[src/design/line_video_pkg.sv]
// shared sizes, programming target enum and object drawer state enum
package line_video_pkg;

    // scanline geometry
    localparam int LINE_W   = 256;  // pixels per line, 8-bit hdump
    localparam int OBJ_W    = 16;   // object width in pixels

    // object pattern rom
    localparam int ROM_AW   = 12;   // {code[7:0], row[3:0]}

    // video color out of every layer
    localparam int COLOR_W  = 4;

    // programming bus
    localparam int PROG_AW  = 7;    // widest target is the char pattern ram
    localparam int PROG_DW  = 16;   // one pattern row of 8 two-bit pixels

    // scan strobe to pixel out
    // buffer read, align, output register on the object side
    // map read, pattern read, output register on the char side
    localparam int SCAN_LAT = 3;

    // which table a programming write lands in
    typedef enum logic [1:0] {
        PROG_OBJ_PAL  = 2'd0,   // 64 x 4 object palette
        PROG_CHAR_MAP = 2'd1,   // 32 x 8 tile map
        PROG_CHAR_PAT = 2'd2    // 128 x 16 char patterns
    } prog_target_e;

    // object drawer FSM
    typedef enum logic [1:0] {
        OBJ_IDLE  = 2'd0,   // ready for a descriptor
        OBJ_FETCH = 2'd1,   // waiting on the rom
        OBJ_DRAW  = 2'd2    // one pixel per cycle into the buffer
    } obj_state_e;

endpackage

[src/design/layer_mix.sv]
// layer mixer: aligns object pixel to char pixel, opaque object wins
module layer_mix
    import line_video_pkg::*;
(
    input  logic               clk,
    input  logic               rst,
    input  logic               scan_en,
    input  logic               obj_opaque,   // from the buffer, one cycle after scan
    input  logic [COLOR_W-1:0] obj_color,
    input  logic [COLOR_W-1:0] char_color,   // two cycles after scan
    output logic               pix_valid,
    output logic [COLOR_W-1:0] pix_color
);

    logic [SCAN_LAT-1:0] vld;         // scan strobe delay line
    logic                obj_opq_d;   // alignment stage
    logic [COLOR_W-1:0]  obj_col_d;

    always_ff @(posedge clk or posedge rst) begin
        if (rst) begin
            vld       <= '0;
            obj_opq_d <= 1'b0;
        end else begin
            vld       <= {vld[SCAN_LAT-2:0], scan_en};
            obj_opq_d <= obj_opaque;
        end
    end

    always_ff @(posedge clk) begin
        obj_col_d <= obj_color;
        pix_color <= obj_opq_d ? obj_col_d : char_color;  // object over char
    end

    assign pix_valid = vld[SCAN_LAT-1];  // scan strobe plus SCAN_LAT

endmodule

[config.mk]
export PLATFORM = sky130hd
export DESIGN_NAME = layer_mix
export DESIGN_NICKNAME = d
export VERILOG_FILES = /design/src/design/line_video_pkg.sv /design/src/design/layer_mix.sv
export SDC_FILE = /design/constraint.sdc
export NUM_CORES = 1
export LEC_CHECK = 0
export BUFFER_PORTS_ARGS = -buffer_cell sky130_fd_sc_hd__buf_4
export CAP_MARGIN = 0
export CORE_AREA = 2 2 39 41
export DETAILED_ROUTE_END_ITERATION = 8
export DIE_AREA = 0 0 41 43
export PLACE_DENSITY = 0.57
export SYNTH_ARGS = -nofsm -noshare
export SYNTH_HDL_FRONTEND = slang
export SYNTH_SLANG_ARGS = --single-unit
[constraint.sdc]
create_clock -name clk -period 1.2 [get_ports clk]
set_clock_uncertainty 0.2 [all_clocks]
set_input_delay 0.12 -clock clk [delete_from_list [all_inputs] [get_ports clk]]
set_output_delay 0.12 -clock clk [all_outputs]
set_load 0.03 [all_outputs]
==> results by group <==
Outcome
  – Status: finished clean

CTS
  – Clk slew on worst S/H paths: around 0.07 ns
  – Num CTS Buffers: 3
  – Worst-skew pair later-pin latency: 0.26 ns
  – Clk buf depth: 2
  – Clock sinks: 12
  – CTS H-tree depth: 1
  – Clock Root Buffer: clkbuf_4
  – CTS tree: yes
  – Post-CTS Setup Inserts: 0

Global routing
  – Final global-route overflow total: 0
  – All-Layer GR Usage: just under 10%
  – First-pass GRT wire length: between 1000 and 1500 µm
  – Initial antenna violation count: 0
  – Largest net degree at the start of global routing: 8
  – Number of global-route vias before repair: 243

Synth
  – Yosys warning total: 0
  – Seq cells post-synth: 12
  – Post-synthesis mux area share: between 10% and 20%
  – Synth Area in XOR/XNOR: 0%
  – Mapped cell area: ~310 µm²
  – Top post-synthesis cells by area: dfxtp_1 52%, dfrtp_1 32%, mux2_2 15%
  – Largest family of logic cells by synthesized area: multiplexers
  – Yosys top cell by area: dfxtp_1
  – Syn nets: 29
  – Synth Area in Simple Gates: 0%
  – Mapped Cells: 17
  – Synth Area in Compound Gates: 0%
  – Synth cell types: 4
  – Avg Inst Size Synth: 18.18 µm²
  – Synth Area in Adders: 0%
  – Synth top area share: around 52%
  – Seq/Total Area, Yosys: between 80 and 90%

Layout
  – Share of post-route cells with drive strength above 1: a little under half
  – Leading cell type in the layout, fill and taps excluded: buf_4
  – Area delta synth->final: 89.47%
  – Reg area: 260.3 µm²
  – Fillers: roughly 120
  – Ant. Diodes: 0
  – Fin nets: 61
  – Final cell count without fillers: 64
  – Most frequent cells in the layout: 16 x buf_4, 11 x dlygate4sd3_1, 8 x dfxtp_1
  – Area occupied by multi-input gates: about 45 µm²

STA
  – Post-layout min period: approximately 1.1 ns
  – RSZ-0062 raised after global routing: false
  – Slew HR: ~90%
  – Setup WS post-layout: 0.09286 ns
  – Fin. max-slew vios: 0
  – Final setup viols: 0
  – Final Hold Vio Count: 0
  – Hold WS: ~0.097 ns
  – Worst-margin pin slew: around 0.16 ns
  – Sum Neg Setup Slack: 0 ns
  – Fmax: 903.2 MHz
  – Crit share post-route: 92.26%

Place
  – Count of input and output buffers: 16
  – Post-Place Setup Slack: between 0.1 and 0.15 ns
  – Routability congestion estimate: 0.5615
  – Placed cells: 49

Critical path
  – Delay-heaviest family, CP: flip-flops
  – Crit path launch type: register
  – CP max stage delay: about 0.36 ns
  – CP Cell Sequence: buf_4
  – Launch point of the worst reg-to-reg path: obj_opq_d
  – Worst Setup End Kind: primary output
  – Critical path fanouts, max: 1
  – Worst reg-to-reg setup slack: approximately 0.13 ns
  – CP bufs+invs: 1
  – Register-to-Register Path Depth: 1
  – Required @ worst endpoint: roughly 0.88 ns
  – Slowest CP cell: dfrtp_1
  – Reg2reg end: pix_color[1]
  – Crit path kind: register to primary output
  – Critical Path AT: around 0.8 ns

Routing
  – Avg WL per Cell: roughly 9.6 µm
  – Final wirelength: a little over 600 µm
  – Routed vias: 223
  – 1st-iter DRT viols: 1
  – Antenna viol nets, final: 0
  – Via/cell ratio: about 3.5
  – DR pass1 iterations: 2
  – DRC Markers: 0

Die
  – Initial Util: 22.33%
  – Die height: approximately 43 µm
  – I/O pin count: 17
  – Die area: 1763 µm²
  – Die width: between 40 and 50 µm
  – Num rows: 14
  – Area of the core: ~1400 µm²

Pwr
  – Power Dens Cells: approximately 1400 nW/µm²
  – Leak pwr: roughly 0.00027 µW
  – Max VDD drop: approximately 0.45 mV
  – Overall Power: a little under 800 µW

Run
  – Max Cap Violations: 0

Worst hold path
  – Worst hold path type: input port to async pin
## routing by layer
layer	part of all wire, %	track usage [%]	vias to the layer above
li1	-	-	115
met1	39	11.63	106
met2	59	12.19	2
met3	1.6	1.571	0
met4	0	12.00	0
met5	0	0	-
## power by group
part / internal (µW) / total (µW) / switching, µW / leakage (µW)
logic: 70.0 / 114 / 44.1 / 0.000144
registers: 425 / 433 / 7.72 / 0.000114
clock network: 128 / 245 / 117 / 0.0000150
total: 623 / 792 / 169 / 0.000273
## repair_timing
action,in CTS,in global routing
gates resized for setup,0,0
endpoints found under the hold margin,14,0
hold buffers,11,0
## worst max-delay path by stage
stage | from | endpoint | slack (ns) | cells after the start
2_1_floorplan | obj_opq_d | pix_color[0] | 0.17 | 1
3_3_place_gp | obj_opq_d | pix_color[3] | 0.16 | 1
3_5_place_dp | obj_opq_d | pix_color[1] | 0.13 | 1
4_1_cts | vld[2] | pix_valid | 0.08 | 1
5_1_grt | vld[2] | pix_valid | 0.05 | 1
6_report | vld[2] | pix_valid | 0.09 | 1
## final cells by class
cell class,count,share of cell area [%]
Clock buffer,4,4.487
Inverter,1,0.6410
Multi-Input combinational cell,4,7.692
Sequential cell,12,44.44
Tap cell,16,3.419
Timing Repair Buffer,27,39.32
## flip-flops by register name (all words and copies together) (netlist names)
register,count
obj_col_d,4
pix_color,4
vld,3
obj_opq_d,1
## stage by stage
step | utilization (%) | instance area, µm²
CTS | 42.31 | 585.6
global placement | 32.46 | 449.2
global route | 42.31 | 585.6
finish | 42.31 | 585.6
detailed placement | 32.46 | 449.2
floorplan | - | 309.0
## cell families (layout without fill, tap and decap cells)
logic type	after synthesis	count (layout)
mux	4	4
flops	12	12
buf+inv	1	32
## cell usage after synthesis
cell type	n
dfrtp_1	4
inv_1	1
mux2_2	4
dfxtp_1	8
Power figures use the tool's default switching activity.
