--- config.mk ---
export PLATFORM = sky130hd
export DESIGN_NAME = obj_line_buffer
export DESIGN_NICKNAME = d
export VERILOG_FILES = /design/src/design/line_video_pkg.sv /design/src/design/obj_line_buffer.sv
export SDC_FILE = /design/constraint.sdc
export NUM_CORES = 2
export LEC_CHECK = 0
export BUFFER_PORTS_ARGS = -buffer_cell sky130_fd_sc_hd__buf_2
export CAP_MARGIN = 30
export CORE_MARGIN = 3
export CORE_UTILIZATION = 36
export CTS_CLUSTER_SIZE = 10
export DETAILED_ROUTE_END_ITERATION = 16
export GPL_TIMING_DRIVEN = 0
export PLACE_DENSITY_LB_ADDON = 0.15
export RECOVER_POWER = 25
export SLEW_MARGIN = 10
export SYNTH_ARGS = -nofsm -noshare
export SYNTH_HDL_FRONTEND = slang
export SYNTH_SLANG_ARGS = --single-unit
--- constraint.sdc ---
create_clock -name clk -period 22.6 [get_ports clk]
set_clock_uncertainty 0.15 [all_clocks]
set_input_delay 5.65 -clock clk [delete_from_list [all_inputs] [get_ports clk]]
set_output_delay 5.65 -clock clk [all_outputs]
set_load 0.02 [all_outputs]
--- src/design/line_video_pkg.sv ---
// shared sizes, programming target enum and object drawer state enum
package line_video_pkg;

    // scanline geometry
    localparam int LINE_W   = 256;  // pixels per line, 8-bit hdump
    localparam int OBJ_W    = 16;   // object width in pixels

    // object pattern rom
    localparam int ROM_AW   = 12;   // {code[7:0], row[3:0]}

    // video color out of every layer
    localparam int COLOR_W  = 4;

    // programming bus
    localparam int PROG_AW  = 7;    // widest target is the char pattern ram
    localparam int PROG_DW  = 16;   // one pattern row of 8 two-bit pixels

    // scan strobe to pixel out
    // buffer read, align, output register on the object side
    // map read, pattern read, output register on the char side
    localparam int SCAN_LAT = 3;

    // which table a programming write lands in
    typedef enum logic [1:0] {
        PROG_OBJ_PAL  = 2'd0,   // 64 x 4 object palette
        PROG_CHAR_MAP = 2'd1,   // 32 x 8 tile map
        PROG_CHAR_PAT = 2'd2    // 128 x 16 char patterns
    } prog_target_e;

    // object drawer FSM
    typedef enum logic [1:0] {
        OBJ_IDLE  = 2'd0,   // ready for a descriptor
        OBJ_FETCH = 2'd1,   // waiting on the rom
        OBJ_DRAW  = 2'd2    // one pixel per cycle into the buffer
    } obj_state_e;

endpackage

--- src/design/obj_line_buffer.sv ---
// double-buffered object line buffer with bank swap on line start and clear after read
module obj_line_buffer
    import line_video_pkg::*;
(
    input  logic               clk,
    input  logic               rst,
    input  logic               line_start,  // swaps write and read banks

    // writes from the object drawer
    input  logic               buf_we,
    input  logic [7:0]         buf_waddr,
    input  logic [COLOR_W-1:0] buf_wdata,

    // scan side, read then clear
    input  logic               scan_en,
    input  logic [7:0]         hdump,
    output logic               obj_opaque,
    output logic [COLOR_W-1:0] obj_color
);

    logic                   wbank;    // bank being drawn into
    logic                   rbank;    // bank being scanned out
    logic [1:0][LINE_W-1:0] opq;      // opaque flag per pixel, per bank
    logic [COLOR_W-1:0]     col_ram [2][LINE_W];

    assign rbank = ~wbank;

    // bank select and opaque flags
    always_ff @(posedge clk or posedge rst) begin
        if (rst) begin
            wbank      <= 1'b0;
            opq        <= '0;  // both banks start empty
            obj_opaque <= 1'b0;
        end else begin
            if (line_start) begin
                wbank <= ~wbank;  // last written bank becomes the read bank
            end
            if (buf_we) begin
                opq[wbank][buf_waddr] <= 1'b1;  // any write is opaque
            end
            if (scan_en) begin
                obj_opaque <= opq[rbank][hdump];
                opq[rbank][hdump] <= 1'b0;  // clear so next line starts empty
            end
        end
    end

    // color storage, only meaningful where the flag is set
    always_ff @(posedge clk) begin
        if (buf_we) begin
            col_ram[wbank][buf_waddr] <= buf_wdata;
        end
        if (scan_en) begin
            obj_color <= col_ram[rbank][hdump];
        end
    end

endmodule

==> summary.md <==
| Metric | Value |
|---|---|
| Status | finished with violations |
| Failing checks | max-capacitance violations, max-slew violations |
| Layout cells sized above 1 | 0.220 |
| Mapped Area | 0.104 mm2 |
| GR Util All Layers | 0.337 |
| Initial antenna violation count | 52 |
| Worst Path Max Fanout | 113 |
| First-pass GRT wire length | 652 mm |
| Reg clk slew, reported paths | 0.06 ns |
| DIE WIDTH | 544 um |
| First DRT Iteration DRCs | 11.9k |
| RR Endpoint | col_ram[1][508]$_DFFE_PP_ |
| Finish-stage setup viols | 0 |
| Non-Filler Instances | 10.5k |
| Worst r2r path cells | 10 |
| Residual DRC count | 0 |
| GP Congestion | 1.01 |
| Fin. max-slew vios | 1620 |
| Hold path startpoint | opq[487]$_DFF_PP0_ |
| Slew headroom | -3.48 |
| Pin count of the biggest net entering global routing | 149 |
| HPWL after DPL | 359 mm |
| Reg2reg start | wbank$_DFFE_PP0P_ |
| Synth top area cells | edfxtp_1, mux4_2, dfrtp_1 |
| Inserted Clock Buffers | 304 |
| Initial Util | 0.362 |
| Syn-to-layout area delta | 16.4% |
| P_leak | 0.0405 uW |
| WL/cell | 48.2 um |
| Hold Crit Depth | 1 |
| Cell variety after synth | 55 |
| Postcts setup bufs | 0 |
| Setup TNS | 0 ns |
| Avg Cell Area, Syn | 17.3 um2 |
| Top Ports | 30 |
| Seq/Total Area, Yosys | 0.714 |
| Hold Crit Class | register to register |
| Clock tree sinks | 2566 |
| TritonCTS clock tree | done |
| Worst Setup Start Kind | primary input |
| Via count | 68.7k |
| Fin. Hold Viols | 0 |
| Worst skew pair latency | 0.92 ns |
| Pre-CTS WS | 11.03 ns |
| Synthesized flop and latch total | 2566 |
| VDD IR max | 0.0000691 V |
| Vias per Instance | 6.55 |
| Total routed wirelength | 506 mm |
| PostCTS Resize Cnt | 0 |
| Die area | 0.296 mm2 |
| WHS Endpoint | opq[487]$_DFF_PP0_ |
| Placed cells | 10.0k |
| Required @ worst endpoint | 22.38 ns |
| Final worst setup slack | 7.16 ns |
| Total chip power | 12700 uW |
| Vias in the first global route | 65.1k |
| CTS max path bufs | 4 |
| ANT nets after route | 0 |
| Remaining Overflow, GRT | 0 |
| Yosys top cell by area | edfxtp_1 |
| Unrepaired setup endpoints after global routing | false |
| Core Box Area | 0.288 mm2 |
| Crit path capture type | register |
| Max cap viols | 17 |
| FP Rows | 197 |
| Post-synth ARST share | 0.200 |
| Critical path type | primary input to register |
| Synth Flop Type | edfxtp_1 |
| Number of enable flip-flop cells after synthesis | 2052 |
| Gate Count Post-Synth | 6021 |
| Synth top area share | 0.590 |
| Yosys warning total | 0 |
| Max Fclk | 64.8 MHz |
| Fillers | 25.6k |
| Final min period | 15.44 ns |
| R2r setup slk | 17.09 ns |
| DRT Pass-1 Iters | 9 |
| Syn Nets | 6046 |
| Die Y | 544 um |
| PD cells | 104 mW/mm2 |
| Hold buffers post-CTS | 0 |
| Slew @ Worst Pin | 6.72 ns |
| Port Buffers | 22 |
| CP arrival | 15.22 ns |
| H-tree Lvls | 5 |
| Root buf cell | clkbuf_16 |
| Crit share post-route | 0.683 |
| Nets | 6561 |
[routing by layer]
layer	share of wire	global-route usage	routed length, um	vias to the layer above
met3	0.13	0.125	64900	1289
met5	0.0012	0.0119	626	-
met1	0.37	0.430	187000	37100
met4	0.074	0.210	37500	24
li1	-	-	-	25000
met2	0.43	0.486	216000	5284
[Yosys cell counts, drive strengths merged (6+ instances only)]
cell and instances:
o21ai 1012, buf 154, nor3 25, a221oi 16
a41oi 6, dfrtp 514, mux4 662, mux2i 225
nor2b 12, nand2 125, a21oi 22, nor4 8
nand2b 6, o32a 18, edfxtp 2052, inv 8
o221ai 54, a22oi 21, a211oi 10, nand3 45
o22ai 64, nand4 13, nor2 546, clkbuf 360
[worst max path at each step]
| stage | from | to |
|---|---|---|
| CTS | hdump[1] | obj_color[2]$_DFFE_PP_ |
| finish | buf_wdata[1] | col_ram[1][477]$_DFFE_PP_ |
| global route | buf_wdata[3] | col_ram[0][187]$_DFFE_PP_ |
| detailed placement | hdump[1] | obj_color[2]$_DFFE_PP_ |
| global placement | rst | opq[253]$_DFF_PP0_ |
| floorplan | rst | obj_opaque$_DFFE_PP0P_ |
[flip-flops by register name, indices dropped and copies added, names as in the netlist]
signal and flops:
col_ram 2048, obj_color 4, obj_opaque 1, wbank 1
opq 512
[through the flow]
step,cell area [um2],util,hold slack (ns)
floorplan,104000,-,0.315
global placement,109000,0.379,0.324
detailed placement,113000,0.392,0.336
CTS,122000,0.422,0.349
global route,121000,0.421,0.377
finish,122000,0.422,0.347
[cells in the final DEF, fill, tap and decap left out, types with 13 or more instances in the layout]
master     netlist  final
mux2i_1        225    225
clkbuf_16        0    309
nand3_1         45     45
nand2_1        125    125
o32a_1          18     18
mux4_2         654    654
nor3_1          25     24
buf_2           68     94
edfxtp_1      2052   2052
buf_8            6     55
nor2_1         546    546
clkbuf_8         0     13
buf_16           0     51
a22oi_1         21     21
clkbuf_1       357    349
buf_4           40     45
buf_12           9     54
clkbuf_2         0    106
o21ai_0       1012   1012
o221ai_1        54     54
dfrtp_1        514    514
o22ai_1         64     64
nand4_1         13     13
buf_6           20     45
diode_2          0     45
a221oi_1        16     16
a21oi_1         22     22
[power by group]
group | switching [uW] | internal (uW)
registers | 44.5 | 5210
logic | 1910 | 964
clock network | 1990 | 2550
total | 3950 | 8720
[cells by family (layout without fill, tap and decap cells)]
| kind of cell | Yosys count | in the layout | synth area share |
|---|---|---|---|
| other cells | 0 | 45 | 0 |
| flops | 2566 | 2566 | 0.714 |
| compound gates | 1247 | 1247 | 0.0658 |
| mux | 887 | 887 | 0.165 |
| xor+xnor | 1 | 1 | 0.0000839 |
| simple gates | 798 | 798 | 0.0310 |
| buf+inv | 522 | 1170 | 0.0246 |
[critical path, stage by stage]
cell and delay, ns:
clkbuf_1 2.17, clkbuf_1 3.15, clkbuf_1 3.90
[area by class of cell]
cell class	instances	area [um2]	area share
diodes	45	113	0.000927
plain buffers	514	2690	0.0221
clock buffers	404	8220	0.0676
clock inverters	35	417	0.00343
inverters	8	31.3	0.000257
multi-input cells	2933	27300	0.225
flip-flops and latches	2566	74500	0.613
well taps	3781	4730	0.0389
repair buffers	209	3510	0.0289
Power figures use the tool's default switching activity.
