===== src/design/line_video_pkg.sv =====
// shared sizes, programming target enum and object drawer state enum
package line_video_pkg;

    // scanline geometry
    localparam int LINE_W   = 256;  // pixels per line, 8-bit hdump
    localparam int OBJ_W    = 16;   // object width in pixels

    // object pattern rom
    localparam int ROM_AW   = 12;   // {code[7:0], row[3:0]}

    // video color out of every layer
    localparam int COLOR_W  = 4;

    // programming bus
    localparam int PROG_AW  = 7;    // widest target is the char pattern ram
    localparam int PROG_DW  = 16;   // one pattern row of 8 two-bit pixels

    // scan strobe to pixel out
    // buffer read, align, output register on the object side
    // map read, pattern read, output register on the char side
    localparam int SCAN_LAT = 3;

    // which table a programming write lands in
    typedef enum logic [1:0] {
        PROG_OBJ_PAL  = 2'd0,   // 64 x 4 object palette
        PROG_CHAR_MAP = 2'd1,   // 32 x 8 tile map
        PROG_CHAR_PAT = 2'd2    // 128 x 16 char patterns
    } prog_target_e;

    // object drawer FSM
    typedef enum logic [1:0] {
        OBJ_IDLE  = 2'd0,   // ready for a descriptor
        OBJ_FETCH = 2'd1,   // waiting on the rom
        OBJ_DRAW  = 2'd2    // one pixel per cycle into the buffer
    } obj_state_e;

endpackage


===== src/design/char_draw.sv =====
// character layer: tile map and pattern rams, their loading, two-stage scan lookup
module char_draw
    import line_video_pkg::*;
(
    input  logic               clk,
    input  logic               rst,

    // table loading
    input  logic               prog_en,
    input  prog_target_e       prog_sel,
    input  logic [PROG_AW-1:0] prog_addr,
    input  logic [PROG_DW-1:0] prog_data,

    // scan
    input  logic               scan_en,
    input  logic [7:0]         hdump,
    input  logic [2:0]         char_row,   // row within the 8-pixel tile
    output logic [COLOR_W-1:0] char_color
);

    logic [7:0]         map_ram [32];   // {code[3:0], cpal[3:0]} per column
    logic [PROG_DW-1:0] pat_ram [128];  // {code, row} -> 8 pixels x 2 bits

    // stage 1 results
    logic [3:0]         s1_code;
    logic [3:0]         s1_cpal;
    logic [2:0]         s1_col;         // pixel column inside the tile

    // stage 2 lookup
    logic [PROG_DW-1:0] pat_row;
    logic [1:0]         pix_idx;

    // loading, one write per cycle
    always_ff @(posedge clk) begin
        if (prog_en && prog_sel == PROG_CHAR_MAP) begin
            map_ram[prog_addr[4:0]] <= prog_data[7:0];
        end
        if (prog_en && prog_sel == PROG_CHAR_PAT) begin
            pat_ram[prog_addr] <= prog_data;
        end
    end

    assign pat_row = pat_ram[{s1_code, char_row}];
    assign pix_idx = pat_row[2*s1_col +: 2];  // pixel p in bits 2p+1..2p

    // stage 1 map read, stage 2 pattern read
    always_ff @(posedge clk or posedge rst) begin
        if (rst) begin
            s1_code    <= '0;
            s1_cpal    <= '0;
            s1_col     <= '0;
            char_color <= '0;
        end else begin
            if (scan_en) begin
                {s1_code, s1_cpal} <= map_ram[hdump[7:3]];  // tile column
                s1_col             <= hdump[2:0];
            end
            // low two palette bits above the 2-bit index
            char_color <= {s1_cpal[1:0], pix_idx};
        end
    end

endmodule


===== config.mk =====
export PLATFORM = sky130hd
export DESIGN_NAME = char_draw
export DESIGN_NICKNAME = d
export VERILOG_FILES = /design/src/design/line_video_pkg.sv /design/src/design/char_draw.sv
export SDC_FILE = /design/constraint.sdc
export NUM_CORES = 2
export LEC_CHECK = 0
export ABC_CLOCK_PERIOD_IN_PS = 6000
export BUFFER_PORTS_ARGS = -buffer_cell sky130_fd_sc_hd__buf_2
export CORE_MARGIN = 2
export CORE_UTILIZATION = 46
export CTS_CLUSTER_DIAMETER = 60
export DETAILED_ROUTE_END_ITERATION = 7
export GPL_TIMING_DRIVEN = 1
export SETUP_SLACK_MARGIN = 0.1
export SYNTH_ARGS = -nofsm -noshare
export SYNTH_HDL_FRONTEND = slang
export SYNTH_SLANG_ARGS = --single-unit

===== constraint.sdc =====
create_clock -name clk -period 6 [get_ports clk]
set_clock_uncertainty 0.2 [all_clocks]
set_input_delay 0.3 -clock clk [delete_from_list [all_inputs] [get_ports clk]]
set_output_delay 0.3 -clock clk [all_outputs]
set_load 0.05 [all_outputs]

==> results.sh <==
export IMPL_fin_hold_ws_ns=0.0725
export IMPL_worstPathMaxFanout=38
export IMPL_synth_compound_area_frac=0.0300
export IMPL_endpoint_kind="flip-flop"
export IMPL_final_setup_viol_count=0
export IMPL_synth_area_mux_share=0.156
export IMPL_synthAdderAreaFrac=0
export IMPL_fillers=14600
export IMPL_power_mw=32.7
export IMPL_yosysSeqAreaShare=0.776
export IMPL_clock_root_buffer="clkbuf_16"
export IMPL_ys_top_cells_by_count="2240 x edfxtp_1, 483 x mux4_2, 265 x mux2i_1"
export IMPL_synth_xor_area_frac=0
export IMPL_htree_num_levels=4
export IMPL_initial_utilization=0.464
export IMPL_synthesis_area_mm2=0.0871
export IMPL_drive_gt1_frac=0.243
export IMPL_grt_max_degree=114
export IMPL_ys_ff_latch=2253
export IMPL_fin_nets=4385
export IMPL_vias=43200
export IMPL_cts_buffers=221
export IMPL_clk_pin_slew_ns=0.06
export IMPL_cpPeakStageDelay_ns=0.74
export IMPL_totalWireLength_um=226000
export IMPL_dieWidth_um=439
export IMPL_synth_top_area_cell="edfxtp_1"
export IMPL_cts_buffer_depth=3
export IMPL_synthToLayoutAreaGrowth_pct=12.9
export IMPL_place_congestion=0.900
export IMPL_final_hold_viol_count=0
export IMPL_avgViaCountPerCell=6.15
export IMPL_dp_cells=6580
export IMPL_grt_pass1_vias=42500
export IMPL_synth_most_common_cell="edfxtp_1"
export IMPL_final_cells=7033
export IMPL_io_pin_count=44
export IMPL_numPortBuffers=43
export IMPL_power_density_mw_per_mm2=332
export IMPL_power_leakage_nw=31.0
export IMPL_rows=159
export IMPL_reg2reg_depth=8
export IMPL_wl_per_cell_um=32.1
export IMPL_tns_ns=0
export IMPL_tightest_slew_ns=1.23
export IMPL_ys_warnings_count=0
export IMPL_peakVddDrop_uv=254
export IMPL_design_area_mm2=0.0984
export IMPL_dr_first_iter_drc_count=5628
export IMPL_run_status="completed"
export IMPL_synthArstFlopShare=0.00577
export IMPL_die_h_um=439
export IMPL_yosysUniqueCellTypes=61
export IMPL_crit_slowest_cell="dfrtp_4"
export IMPL_crit_arrival_ns=4.84
export IMPL_rsz0062_at_grt="false"
export IMPL_synth_edf_count=2240
export IMPL_syn_inst=4030
export IMPL_start_kind="flip-flop"
export IMPL_cts_sinks=2253
export IMPL_place_area_mm2=0.0912
export IMPL_period_minus_slack_ns=4.34
export IMPL_worstPathRequired_ns=6.50
export IMPL_antenna_found_initial=11
export IMPL_design_core_area_mm2=0.188
export IMPL_path_cells="inv_6 -> buf_4 -> mux2i_1 -> o22ai_1 -> nor4_1 -> or3_1 -> o32ai_1 -> or4_1"
export IMPL_min_path_type="input port to async pin"
export IMPL_synth_fp_nets=4070
export IMPL_clk_latency_ns=0.86
export IMPL_yosys_top_cells_area="edfxtp_1 77%, mux4_2 12%, mux2i_1 3.0%"
export IMPL_dieArea_mm2=0.193
export IMPL_avgSynthCellArea_um2=21.6
export IMPL_synth_top_family_by_area="multiplexers"
export IMPL_min_period_over_period=0.723
export IMPL_detailed_place_hpwl_um=131000
export IMPL_drcViolationCount=0
export IMPL_yosys_area_share_simple=0.0220
export IMPL_fmax_mhz=230
export IMPL_synth_main_ff_cell="edfxtp_1"
export IMPL_max_slew_margin=0.172
export IMPL_track_usage=0.233
export IMPL_grt_pass1_wl_um=320000
export IMPL_crit_type="flip-flop to flip-flop"
export IMPL_cts_resized=0
export IMPL_firstDrtPassIters=6
export IMPL_slew_violations=0
export IMPL_synth_top_area_share=0.772
export IMPL_drtAntennaViolNets=0
export IMPL_grt_overflow=0
export IMPL_max_cap_violations=0
export IMPL_cts_tree="done"
[what timing repair did]
action	CTS	global route
endpoints found under the hold margin	1243	0
setup endpoints to repair	0	0
hold buffers	36	0
buffers inserted	0	0
[final cells by class]
class / instances / area (um2) / area share
Clock inverter: 139 / 1040 / 0.0106
Tap cell: 2495 / 3120 / 0.0317
Clock buffer: 276 / 5810 / 0.0590
Multi-Input combinational cell: 1551 / 18300 / 0.186
Timing Repair Buffer: 313 / 2570 / 0.0261
Antenna cell: 1 / 2.50 / 0.0000254
Sequential cell: 2253 / 67600 / 0.687
Inverter: 5 / 23.8 / 0.000242
[sequential cells by signal, indices dropped and copies added, names as in the netlist]
| signal | cells |
|---|---|
| pat_ram | 2048 |
| map_ram | 192 |
| char_color | 4 |
| s1_code | 4 |
| s1_col | 3 |
| s1_cpal | 2 |
[stage by stage]
step / setup slack, ns / utilization
3_5_place_dp: 1.26 / 0.485
3_3_place_gp: 1.30 / 0.485
5_1_grt: 1.64 / 0.524
4_1_cts: 1.52 / 0.523
6_report: 1.66 / 0.524
2_1_floorplan: 2.82 / -
[logic make-up after synthesis]
kind of cell | count (synthesis)
AOI/OAI and AO/OA | 364
buffers and inverters | 226
DFF | 2253
muxes | 757
and+or+nand+nor | 430
[placed cells by master (no fill, tap or decap), types with 34 or more instances in the layout]
| cell | synthesis | layout |
|---|---|---|
| edfxtp_1 | 2240 | 2240 |
| mux4_2 | 483 | 483 |
| mux2i_1 | 265 | 265 |
| buf_4 | 30 | 232 |
| clkbuf_16 | 0 | 223 |
| nor2_1 | 204 | 185 |
| o221ai_1 | 93 | 93 |
| nand2_1 | 86 | 85 |
| clkinv_1 | 0 | 67 |
| a21oi_1 | 64 | 64 |
| o22ai_1 | 63 | 63 |
| clkbuf_1 | 75 | 50 |
| clkinv_2 | 0 | 41 |
| nor3_1 | 39 | 37 |
| dlygate4sd3_1 | 0 | 36 |
| a22oi_1 | 34 | 34 |
[worst max-delay path, delay by kind of cell (launching register included)]
kind	cells	cell delay, ns
AND/OR/NAND/NOR	3	1.32
buffers and inverters	2	1.03
flip-flops	1	0.74
multiplexers	1	0.44
AO/OA/AOI/OAI	2	0.39
[power by group]
group | switching (mW) | internal, mW
Sequential | 0.0477 | 17.3
Combinational | 1.39 | 0.689
Clock | 5.88 | 7.33
[path summary, 6_finish.rpt]
check                                  start              end  slack [ns]
max in group asynchronous                rst       s1_code[0]        4.73
worst max register to register    s1_code[0]    char_color[0]        1.66
worst max-delay path              s1_code[0]    char_color[0]        1.66
worst min register to register    s1_cpal[1]    char_color[3]        0.20
worst min-delay path                     rst        s1_col[2]        0.07
min in group clk                prog_addr[5]  pat_ram[122][9]        0.16
[metal layers]
| layer | share of wire | track usage |
|---|---|---|
| met1 | 0.42 | 0.342 |
| met3 | 0.082 | 0.0442 |
| met4 | 0.026 | 0.0637 |
| met2 | 0.47 | 0.361 |
| met5 | 0.00013 | 0 |
Note: power is estimated with default switching activity, not from simulation.
