===== src/design/line_video_pkg.sv =====
// shared sizes, programming target enum and object drawer state enum
package line_video_pkg;

    // scanline geometry
    localparam int LINE_W   = 256;  // pixels per line, 8-bit hdump
    localparam int OBJ_W    = 16;   // object width in pixels

    // object pattern rom
    localparam int ROM_AW   = 12;   // {code[7:0], row[3:0]}

    // video color out of every layer
    localparam int COLOR_W  = 4;

    // programming bus
    localparam int PROG_AW  = 7;    // widest target is the char pattern ram
    localparam int PROG_DW  = 16;   // one pattern row of 8 two-bit pixels

    // scan strobe to pixel out
    // buffer read, align, output register on the object side
    // map read, pattern read, output register on the char side
    localparam int SCAN_LAT = 3;

    // which table a programming write lands in
    typedef enum logic [1:0] {
        PROG_OBJ_PAL  = 2'd0,   // 64 x 4 object palette
        PROG_CHAR_MAP = 2'd1,   // 32 x 8 tile map
        PROG_CHAR_PAT = 2'd2    // 128 x 16 char patterns
    } prog_target_e;

    // object drawer FSM
    typedef enum logic [1:0] {
        OBJ_IDLE  = 2'd0,   // ready for a descriptor
        OBJ_FETCH = 2'd1,   // waiting on the rom
        OBJ_DRAW  = 2'd2    // one pixel per cycle into the buffer
    } obj_state_e;

endpackage


===== src/design/obj_draw.sv =====
// object drawer: descriptor intake, pattern rom fetch, palette lookup, line buffer writes
module obj_draw
    import line_video_pkg::*;
(
    input  logic               clk,
    input  logic               rst,

    // descriptor intake
    input  logic               obj_valid,
    output logic               obj_ready,
    input  logic [7:0]         obj_xpos,
    input  logic [3:0]         obj_row,
    input  logic [7:0]         obj_code,
    input  logic [3:0]         obj_pal,
    input  logic               obj_hflip,
    input  logic               obj_vflip,

    // pattern rom, variable latency
    output logic               rom_req,
    output logic [ROM_AW-1:0]  rom_addr,
    input  logic [31:0]        rom_data,
    input  logic               rom_ack,

    // palette loading
    input  logic               prog_en,
    input  prog_target_e       prog_sel,
    input  logic [PROG_AW-1:0] prog_addr,
    input  logic [PROG_DW-1:0] prog_data,

    // line buffer write side
    output logic               buf_we,
    output logic [7:0]         buf_waddr,
    output logic [COLOR_W-1:0] buf_wdata
);

    obj_state_e         state;
    logic               accept;        // descriptor taken this cycle
    logic [3:0]         cnt;           // pixel counter in OBJ_DRAW
    logic [3:0]         cur_pal;
    logic               cur_hflip;
    logic [31:0]        pat;           // plane A in 15..0, plane B in 31..16
    logic [7:0]         waddr;         // buffer address of the current pixel
    logic [1:0]         pix_idx;
    logic [COLOR_W-1:0] pal_ram [64];  // {pal, index} -> color

    assign obj_ready = (state == OBJ_IDLE);
    assign accept    = obj_valid && obj_ready;

    // FSM and rom request
    always_ff @(posedge clk or posedge rst) begin
        if (rst) begin
            state   <= OBJ_IDLE;
            rom_req <= 1'b0;
            cnt     <= '0;
        end else begin
            case (state)
                OBJ_IDLE: begin
                    if (accept) begin
                        state   <= OBJ_FETCH;
                        rom_req <= 1'b1;  // rises the cycle after acceptance
                    end
                end
                OBJ_FETCH: begin
                    if (rom_ack) begin
                        state   <= OBJ_DRAW;
                        rom_req <= 1'b0;  // drops right after the ack
                        cnt     <= '0;
                    end
                end
                OBJ_DRAW: begin
                    cnt <= cnt + 4'd1;
                    if (cnt == 4'(OBJ_W - 1)) begin
                        state <= OBJ_IDLE;  // 16 pixels out
                    end
                end
                default: state <= OBJ_IDLE;
            endcase
        end
    end

    // descriptor capture and pixel shifting
    always_ff @(posedge clk) begin
        if (accept) begin
            rom_addr  <= {obj_code, obj_row ^ {4{obj_vflip}}};  // vflip inverts the row
            cur_pal   <= obj_pal;
            cur_hflip <= obj_hflip;
            // hflip starts at the right edge and walks left
            waddr     <= obj_xpos + (obj_hflip ? 8'(OBJ_W - 1) : 8'd0);
        end
        if (state == OBJ_FETCH && rom_ack) begin
            pat <= rom_data;
        end
        if (state == OBJ_DRAW) begin
            pat   <= pat >> 1;  // next pixel into bits 16 and 0
            waddr <= cur_hflip ? waddr - 8'd1 : waddr + 8'd1;  // wraps at 255
        end
    end

    // palette ram, loaded through its own target
    always_ff @(posedge clk) begin
        if (prog_en && prog_sel == PROG_OBJ_PAL) begin
            pal_ram[prog_addr[5:0]] <= prog_data[COLOR_W-1:0];
        end
    end

    // plane B then plane A
    assign pix_idx = {pat[16], pat[0]};

    // index 0 is transparent and never written
    assign buf_we    = (state == OBJ_DRAW) && (pix_idx != 2'd0);
    assign buf_waddr = waddr;
    assign buf_wdata = pal_ram[{cur_pal, pix_idx}];  // combinational palette read

endmodule


===== config.mk =====
export PLATFORM = sky130hd
export DESIGN_NAME = obj_draw
export DESIGN_NICKNAME = d
export VERILOG_FILES = /design/src/design/line_video_pkg.sv /design/src/design/obj_draw.sv
export SDC_FILE = /design/constraint.sdc
export NUM_CORES = 1
export LEC_CHECK = 0
export BUFFER_PORTS_ARGS = -buffer_cell sky130_fd_sc_hd__buf_2
export CAP_MARGIN = 10
export CELL_PAD_IN_SITES_DETAIL_PLACEMENT = 0
export CELL_PAD_IN_SITES_GLOBAL_PLACEMENT = 1
export CORE_MARGIN = 8
export CORE_UTILIZATION = 40
export DETAILED_ROUTE_END_ITERATION = 6
export GPL_ROUTABILITY_DRIVEN = 1
export PLACE_DENSITY_LB_ADDON = 0.1
export SETUP_SLACK_MARGIN = 0.5
export SYNTH_ARGS = -nofsm -noshare
export SYNTH_HDL_FRONTEND = slang
export SYNTH_SLANG_ARGS = --single-unit

===== constraint.sdc =====
create_clock -name clk -period 2.65 [get_ports clk]
set_input_delay 0.1325 -clock clk [delete_from_list [all_inputs] [get_ports clk]]
set_output_delay 0.1325 -clock clk [all_outputs]
set_load 0.02 [all_outputs]

==> metrics.txt, run 1 <==
Logic pwr share=25.4%; largest net degree at the start of global routing=65; synthesized area per cell=16.73 sq um; Max-Cap Viols=0; Hold Crit Class=in -> reg; Worst setup SP type=flip-flop; Post-synth top cells=edfxtp_1 (312), nand2_1 (118), nor2_1 (82); FMAX=0.3210 GHz; maximum vdd drop=580.0 uV; number of diodes=0; std cell rows=66; DRC=0; Worst setup EP type=primary output; post-synthesis cell area=13,200 sq um; setup TNS=-1508 ps; hold violation count in the final report=0; failing checks=setup timing; initial antenna violation count=1; Mapped Cells=789; Die ar.=39,080 sq um; width of the die=197.7 um; Ys Warns=0; CTS buffer count=37; crit-path cells=buf_4 -> buf_12 -> mux4_2 -> mux4_2 -> and3b_1 -> or4_4 -> buf_6; Bufs on Longest Clock Path=3; Lkg Pwr=0.005745 uW; Die H=197.7 um; Crit path top cell by count=mux4_2; placed cell count=1,325; post-synth top area cell=edfxtp_1; relative slew slack=50.47%; design area=16,480 sq um; Synth-to-Final Area Change=24.82%; IO Port Bufs=101; final RePlAce weighted congestion=0.7768; CTS tree=done; CP max stage cell=mux4_2; Fill cells=2,770; clock share of power=33.4%; RSZ-0062 raised after global routing=yes; switch share=27.64%; Finished Layout Cells=1,461; post-synthesis sequential area ratio=72.43%; Critical Path RT=2520 ps; Worst Skew=18.70 ps; crit path kind=reg -> out; total track usage=16.15%; Layout Nets=1,092; most frequent cell after synthesis=edfxtp_1; Slew Limit Fails=0; fraction of layout instances using a drive strength above 1=29.15%; global route total overflow=0; area fraction of the dominant cell type after synthesis=70.96%; Worst-Margin Slew=741.2 ps; Critical Path AT=2980 ps; first-pass GRT wire length=47,840 um; core box area=32,540 sq um; Wirelength per Cell=21.53 um; I/O pins=115; FFs w/ async S/R, synth=2.188%; worst-path fanout max=8; CP top delay family=multiplexers; pre-CTS worst setup slack=3.076 ps; via/cell ratio=5.175; top_reg_cell synth=edfxtp_1; internal power=11,110 uW; Clock Tree Root=clkbuf_16; Initial Utilization=40.58%; Area after DPL=14,380 sq um; final period utilization=117.6%; post-route ant nets=0; WP buf/inv=3; net load switching power=4246 uW; number of flops mapped to enable cells by yosys=312; WL met1=13,270 um; synth unique cells=48; sequential power share=41.2%; estimated wirelength of the detail-placed design=20,580 um; Max Used Layer=met5; sinks on the clock net=320; status=complete, but fails checks; max incr delay on CP=530 ps; worst skew pair latency=510 ps; clock slew at reported path FFs=60 ps; Seq cells post-synth=320; final worst slack=-465.3 ps; metal2 WL=15,650 um; top cells by area, synth=edfxtp_1 (71%), mux4_2 (10%), nand2_1 (3.4%); Via Count=7,561; H-tree depth=2; Tmin final=3115 ps; vias in the first global route=8,200; Post-Syn Nets=890; drt first pass iters=5; PD cells=932.0 nW/um^2; final core occ=50.65%; Final setup viols=4; met3 wire len=1700 um; Routed WL=31,460 um; DRT iter0 DRCs=451
[kinds of logic after synthesis]
family                     Yosys count  share of synthesized area (%)
AOI/OAI and AO/OA                   63                          3.061
xor gates and xnor gates            16                          1.061
adders and majority gates           13                          1.346
buffers and inverters               49                          1.677
DFF                                320                          72.43
muxes                               76                          12.19
and+or+nand+nor                    252                          8.235
[state kept, by name, indices dropped and copies added (netlist names)]
register / flops
buf_waddr: 8
cnt: 4
cur_hflip: 1
cur_pal: 4
pal_ram: 256
pat: 32
rom_addr: 12
rom_req: 1
state: 2
[cell usage in the layout (no fill, tap or decap), drive strengths merged, types with 13 or more instances in the layout]
| cell | n |
|---|---|
| a21oi | 13 |
| buf | 144 |
| clkbuf | 47 |
| clkinv | 15 |
| dlygate4sd3 | 56 |
| edfxtp | 312 |
| mux4 | 66 |
| nand2 | 118 |
| nor2 | 82 |
| nor2b | 15 |
| o21ai | 14 |
[power groups by stage]
| stage | combinational (uW) | sequential (uW) | clock (uW) |
|---|---|---|---|
| 6_report | 3890 | 6340 | 5130 |
| 5_1_grt | 4270 | 6390 | 5420 |
| 4_1_cts | 3780 | 6330 | 5240 |
| 3_5_place_dp | 3420 | 6440 | 0 |
| 3_3_place_gp | 3350 | 6420 | 0 |
| 2_1_floorplan | 2290 | 6460 | 0 |
[what timing repair did]
item,CTS,global route
hold buffers,56,0
endpoints found under the setup margin,6,7
hold endpoints to repair,58,0
gates cloned,1,1
resized for setup,24,25
pin swaps,1,7
buffers inserted,8,3
[area by class of cell]
type | count | area, sq um | area share, %
Tap cell | 442 | 553.0 | 3.356
Multi-Input combinational cell | 420 | 3526 | 21.39
Clock inverter | 21 | 232.7 | 1.412
Inverter | 11 | 41.29 | 0.2505
Sequential cell | 320 | 9564 | 58.03
Timing Repair Buffer | 201 | 1562 | 9.475
Clock buffer | 46 | 1002 | 6.081
[final timing paths]
kind	startpoint	endpoint	slack [ps]	cells past startpoint
setup / recovery	pat[0]	buf_wdata[2]	-470	7
min in group asynchronous	rst	rom_req	90	3
setup reg to reg	cur_hflip	buf_waddr[7]	610	7
hold / removal	obj_vflip	rom_addr[2]	20	2
hold reg to reg	pat[3]	pat[2]	500	2
max in group asynchronous	rst	state[0]	2330	3
[per-stage QoR]
stage	hold WS, ps	total power (uW)
5_1_grt	16.97	16070
4_1_cts	0.2483	15360
3_3_place_gp	59.96	9771
6_report	15.15	15360
3_5_place_dp	77.09	9856
2_1_floorplan	-64.10	8748
[routing by layer]
| metal | up-vias | GRT usage (%) |
|---|---|---|
| li1 | 3446 | - |
| met1 | 3831 | 20.59 |
| met2 | 224 | 27.09 |
| met3 | 58 | 3.492 |
| met4 | 2 | 5.448 |
| met5 | - | 0 |
[worst reg2reg max path, stage by stage, from the launching register on]
cell	delay, ps
edfxtp_1	440
buf_4	170
ha_1	320
o21a_1	210
o31a_1	130
o41ai_2	260
xnor2_1	160
mux2i_1	90
No activity file was read; power rests on OpenSTA's default activity.
==> run 2: changes to the inputs <==
Settings changed: CTS_BUF_LIST set to sky130_fd_sc_hd__clkbuf_8, RECOVER_POWER set to 50.
==> metrics.txt, run 2 (synthesis results as in run 1) <==
Worst setup EP type=primary output (unchanged); I/O pins=115 (unchanged); RR Startpoint=cur_hflip (unchanged); Critical Path RT=2520 ps (about the same); Fill cells=2,850 (was 2,770); estimated wirelength of the detail-placed design=20,580 um (unchanged); Worst-Margin Slew=1608 ps (was 741.2 ps); largest net degree at the start of global routing=65 (unchanged); fraction of layout instances using a drive strength above 1=26.24% (was 29.15%); DRC=0 (unchanged); Tmin final=3172 ps (was 3115 ps); max incr delay on CP=520 ps (was 530 ps); std cell rows=66 (unchanged); placed cell count=1,325 (unchanged); Bufs on Longest Clock Path=3 (unchanged); initial antenna violation count=0 (was 1); area of the multi-input gates=3520 sq um (was 3526 sq um); Synth-to-Final Area Change=23.37% (was 24.82%); FMAX=0.3153 GHz (was 0.3210 GHz); FF-to-FF path depth=7 (unchanged); width of the die=197.7 um (unchanged); final worst slack=-521.6 ps (was -465.3 ps); Slew Limit Fails=105 (was 0); relative slew slack=-7.217% (was 50.47%); IO Port Bufs=101 (unchanged); setup TNS=-1727 ps (was -1508 ps); Worst Skew=18.97 ps (was 18.70 ps); status=complete, but fails checks (unchanged); maximum vdd drop=534.0 uV (was 580.0 uV); WP buf/inv=3 (unchanged); max reg flops=256 (unchanged); Final setup viols=4 (unchanged); post-route ant nets=0 (unchanged); most frequent cells in the layout=edfxtp_1 (312), nand2_1 (118), nor2_1 (81), buf_2 (68), mux4_2 (66) (was edfxtp_1 (312), nand2_1 (118), buf_2 (97), nor2_1 (81), mux4_2 (66)); Area after DPL=14,380 sq um (unchanged); Initial Utilization=40.58% (unchanged); vias in the first global route=8,401 (was 8,200); failing checks=capacitance limit, slew limit, setup timing (was setup timing); CTS buffer count=54 (was 37); crit-path cells=buf_6 -> buf_16 -> mux4_2 -> mux4_2 -> and3b_1 -> or4_4 -> buf_6 (was buf_4 -> buf_12 -> mux4_2 -> mux4_2 -> and3b_1 -> or4_4 -> buf_6); design area=16,290 sq um (was 16,480 sq um); CTS tree=done (unchanged); commonest non-fill, non-tap cell in the layout=edfxtp_1 (unchanged); Max-Cap Viols=3 (was 0); FF/Latch Area=9564 sq um (unchanged); total track usage=16.33% (was 16.15%); Reg-to-Reg End=buf_waddr[7] (unchanged); clock slew at reported path FFs=70 ps (was 60 ps); worst skew pair latency=570 ps (was 510 ps); sinks on the clock net=320 (unchanged); Die ar.=39,080 sq um (unchanged); final RePlAce weighted congestion=0.7768 (unchanged); CP max stage cell=mux4_2 (unchanged); Die H=197.7 um (unchanged); Clock Tree Root=clkbuf_8 (was clkbuf_16); final period utilization=119.7% (was 117.6%); drt first pass iters=5 (unchanged); number of diodes=0 (unchanged); via/cell ratio=5.117 (was 5.175); first-pass GRT wire length=48,570 um (was 47,840 um); Critical Path AT=3040 ps (was 2980 ps); PD cells=894.1 nW/um^2 (was 932.0 nW/um^2); global route total overflow=0 (unchanged); FF-to-FF setup slack=610 ps (about the same); H-tree depth=2 (unchanged); Hold Crit Class=in -> async (was in -> reg); hold violation count in the final report=0 (unchanged); CP top delay family=multiplexers (unchanged); Via Count=7,645 (was 7,561); Worst setup SP type=flip-flop (unchanged); worst-path fanout max=8 (unchanged); Routed WL=31,710 um (was 31,460 um); crit path kind=reg -> out (unchanged); Wirelength per Cell=21.22 um (was 21.53 um); DRT iter0 DRCs=474 (was 451); Finished Layout Cells=1,494 (was 1,461); Lkg Pwr=0.005634 uW (was 0.005745 uW); crit path from=pat[0] (unchanged); RSZ-0062 raised after global routing=yes (unchanged); core box area=32,540 sq um (unchanged); Layout Nets=1,114 (was 1,092)
[run 2: cell count changes in the layout (fill, tap and decap cells not counted), sizes merged]
| cell | change |
|---|---|
| clkinv | +2 |
| dlygate4sd3 | +5 |
| buf | -36 |
| clkbuf | +44 |
| inv | +14 |
| clkinvlp | +4 |
[run 2: how the worst max path moves through the flow]
stage | end | cells after the start | slack (ps)
final | buf_wdata[0] | 7 | -520
after global routing | buf_wdata[2] | 9 | -620
after CTS | buf_wdata[0] | 7 | -560
after detailed placement | buf_wdata[2] | 7 | 3
after global placement | buf_wdata[0] | 6 | 20
after floorplan | buf_wdata[0] | 5 | 400
[run 2: repair_timing]
action / in CTS / in global routing
endpoints found under the hold margin: 63 / 0
hold buffers: 61 / 0
setup endpoints to repair: 7 / 7
resized for setup: 32 / 18
gates cloned: 1 / 1
setup buffers: 9 / 2
pin swaps: 5 / 1
[run 2: power by group]
part	internal, uW	switching [uW]	leakage, uW
Sequential	6100	238	0.00293
Clock	2390	1960	0.000582
Combinational	1820	2050	0.00213
Total	10300	4250	0.00563
[run 2: worst min-delay path: cells and delay by family]
kind | cells | cell delay, ps
buf+inv | 3 | 870
[run 2: layer usage]
layer	GRT usage, %	part of all wire [%]
met5	0	0
met4	4.812	2.2
met3	3.526	5.9
met2	27.75	51
met1	20.83	41
[run 2: final cells by class]
| type | instances | share of cell area [%] |
|---|---|---|
| flip-flops and latches | 320 | 58.71 |
| well taps | 442 | 3.395 |
| repair buffers | 206 | 9.540 |
| inverters | 11 | 0.2535 |
| multi-input cells | 420 | 21.61 |
| clock inverters | 41 | 1.928 |
| clock buffers | 54 | 4.563 |
[run 2: stage by stage]
step                      hold slack [ps]  power, uW  util [%]  setup WS [ps]
after floorplan                    -64.10       8748         -          403.7
after global placement              59.96       9771     44.18          15.28
after detailed placement            77.09       9856     44.18          3.076
after CTS                           5.653      14630     49.94         -559.1
after global routing                34.29      15320     50.07         -622.9
final                               36.72      14560     50.07         -521.6
==> run 3: changes to the inputs <==
Settings changed: SETUP_SLACK_MARGIN 0.5 to not set.
==> metrics.txt, run 3 (synthesis results as in run 1) <==
GR peak layer=met2 (unchanged); Routed WL=31,830 um (was 31,710 um); Critical Path RT=2520 ps (about the same); max reg flops=256 (unchanged); RR Startpoint=cur_hflip (unchanged); number of diodes=0 (unchanged); IO Port Bufs=101 (unchanged); Die H=197.7 um (unchanged); sinks on the clock net=320 (unchanged); drt first pass iters=5 (unchanged); FMAX=0.3163 GHz (was 0.3153 GHz); post-route ant nets=0 (unchanged); placed cell count=1,336 (was 1,325); Die ar.=39,080 sq um (unchanged); FF/Latch Area=9564 sq um (unchanged); worst-path fanout max=6 (was 8); final period utilization=119.3% (was 119.7%); routing usage on met1=20.05% (was 20.83%); relative slew slack=9.649% (was -7.217%); final core occ=50.71% (was 50.07%); RSZ-0062 raised after global routing=yes (unchanged); Finished Layout Cells=1,520 (was 1,494); grt met3 use=3.373% (was 3.526%); final RePlAce weighted congestion=0.7835 (was 0.7768); Synth-to-Final Area Change=24.95% (was 23.37%); core box area=32,540 sq um (unchanged); std cell rows=66 (unchanged); Hold Crit Class=in -> async (unchanged); Final setup viols=4 (unchanged); Clock Tree Root=clkbuf_8 (unchanged); via/cell ratio=5.076 (was 5.117); initial antenna violation count=0 (unchanged); Max-Cap Viols=0 (was 3); Worst-Margin Slew=1355 ps (was 1608 ps); clock slew at reported path FFs=60 ps (was 70 ps); vias in the first global route=8,497 (was 8,401); most frequent cells in the layout=edfxtp_1 (312), nand2_1 (118), nor2_1 (81), buf_2 (78), mux4_2 (66) (was edfxtp_1 (312), nand2_1 (118), nor2_1 (81), buf_2 (68), mux4_2 (66)); final worst slack=-511.1 ps (was -521.6 ps); fraction of layout instances using a drive strength above 1=28.57% (was 26.24%); Initial Utilization=40.58% (unchanged); largest net degree at the start of global routing=65 (unchanged); status=complete, but fails checks (unchanged); Wirelength per Cell=20.94 um (was 21.22 um); Via Count=7,716 (was 7,645); Slew Limit Fails=0 (was 105); CTS tree=done (unchanged); crit path kind=reg -> out (unchanged); CTS buffer count=55 (was 54); total track usage=16.28% (was 16.33%); worst skew pair latency=570 ps (about the same); failing checks=setup timing (was capacitance limit, slew limit, setup timing); Fill cells=2,834 (was 2,850); DRC=0 (unchanged); estimated wirelength of the detail-placed design=20,300 um (was 20,580 um); H-tree depth=2 (unchanged); Worst setup EP type=primary output (unchanged); Critical Path AT=3030 ps (was 3040 ps); DRT iter0 DRCs=458 (was 474); first-pass GRT wire length=48,730 um (was 48,570 um); M2 GR Usage=28.50% (was 27.75%); PD cells=894.8 nW/um^2 (was 894.1 nW/um^2); Tmin final=3161 ps (was 3172 ps); Worst Skew=18.71 ps (was 18.97 ps); global route total overflow=0 (unchanged); Worst setup SP type=flip-flop (unchanged); area of the multi-input gates=3505 sq um (was 3520 sq um); commonest non-fill, non-tap cell in the layout=edfxtp_1 (unchanged); Layout Nets=1,134 (was 1,114); Lkg Pwr=0.005786 uW (was 0.005634 uW); I/O pins=115 (unchanged); hold violation count in the final report=0 (unchanged); width of the die=197.7 um (unchanged); maximum vdd drop=555.7 uV (was 534.0 uV); crit path from=pat[0] (unchanged); Bufs on Longest Clock Path=3 (unchanged); Hold WS=42.66 ps (was 36.72 ps)
==> run 3: worst max-delay path: stages (launching register included) <==
cell and delay (ps):
edfxtp_1 470, buf_8 200, buf_12 120, mux4_2 500, a211oi_2 300, a2111oi_1 140
or4_4 580, buf_6 150
==> run 3: through the flow <==
stage	TNS (ps)	power, uW	setup slack (ps)	area [sq um]
after floorplan	0	8701	349.6	13200
after global placement	-71.29	9767	-39.91	14450
after detailed placement	-78.00	9843	-62.89	14450
after CTS	-2214	14620	-612.2	16310
after global routing	-2168	15510	-626.0	16500
final	-1617	14760	-511.1	16500
==> run 3: timing repair <==
item / CTS / global route
hold endpoints to repair: 91 / 0
setup endpoints to repair: 4 / 4
hold buffers: 63 / 0
pin swaps: 1 / 10
setup buffers: 2 / 14
gates cloned: 2 / 2
resized for setup: 20 / 31
==> run 3: metal layers <==
layer | routed length (um) | part of all wire [%]
met4 | 622 | 2.0
met5 | 0 | 0
met1 | 13280 | 42
met3 | 1666 | 5.2
met2 | 16260 | 51
==> run 3: layout make-up <==
class / count / share of cell area [%]
Sequential cell: 320 / 57.97
Clock inverter: 45 / 1.941
Multi-Input combinational cell: 420 / 21.24
Clock buffer: 57 / 4.755
Tap cell: 442 / 3.352
Timing Repair Buffer: 225 / 10.49
Inverter: 11 / 0.2503
==> run 3: worst paths after layout <==
path,end,slack (ps),cells after the start
setup / recovery,buf_wdata[2],-510,7
hold / removal,cnt[3],40,3
setup reg to reg,buf_waddr[7],370,7
hold reg to reg,pat[0],510,2
max in group asynchronous,state[1],2390,3
min in group clk,buf_waddr[5],60,4
==> run 3: where the power goes <==
part	total [uW]	switching, uW	internal, uW	leakage (uW)
logic	3970	2050	1920	0.00224
clock network	4440	1950	2490	0.000622
registers	6350	247	6100	0.00293
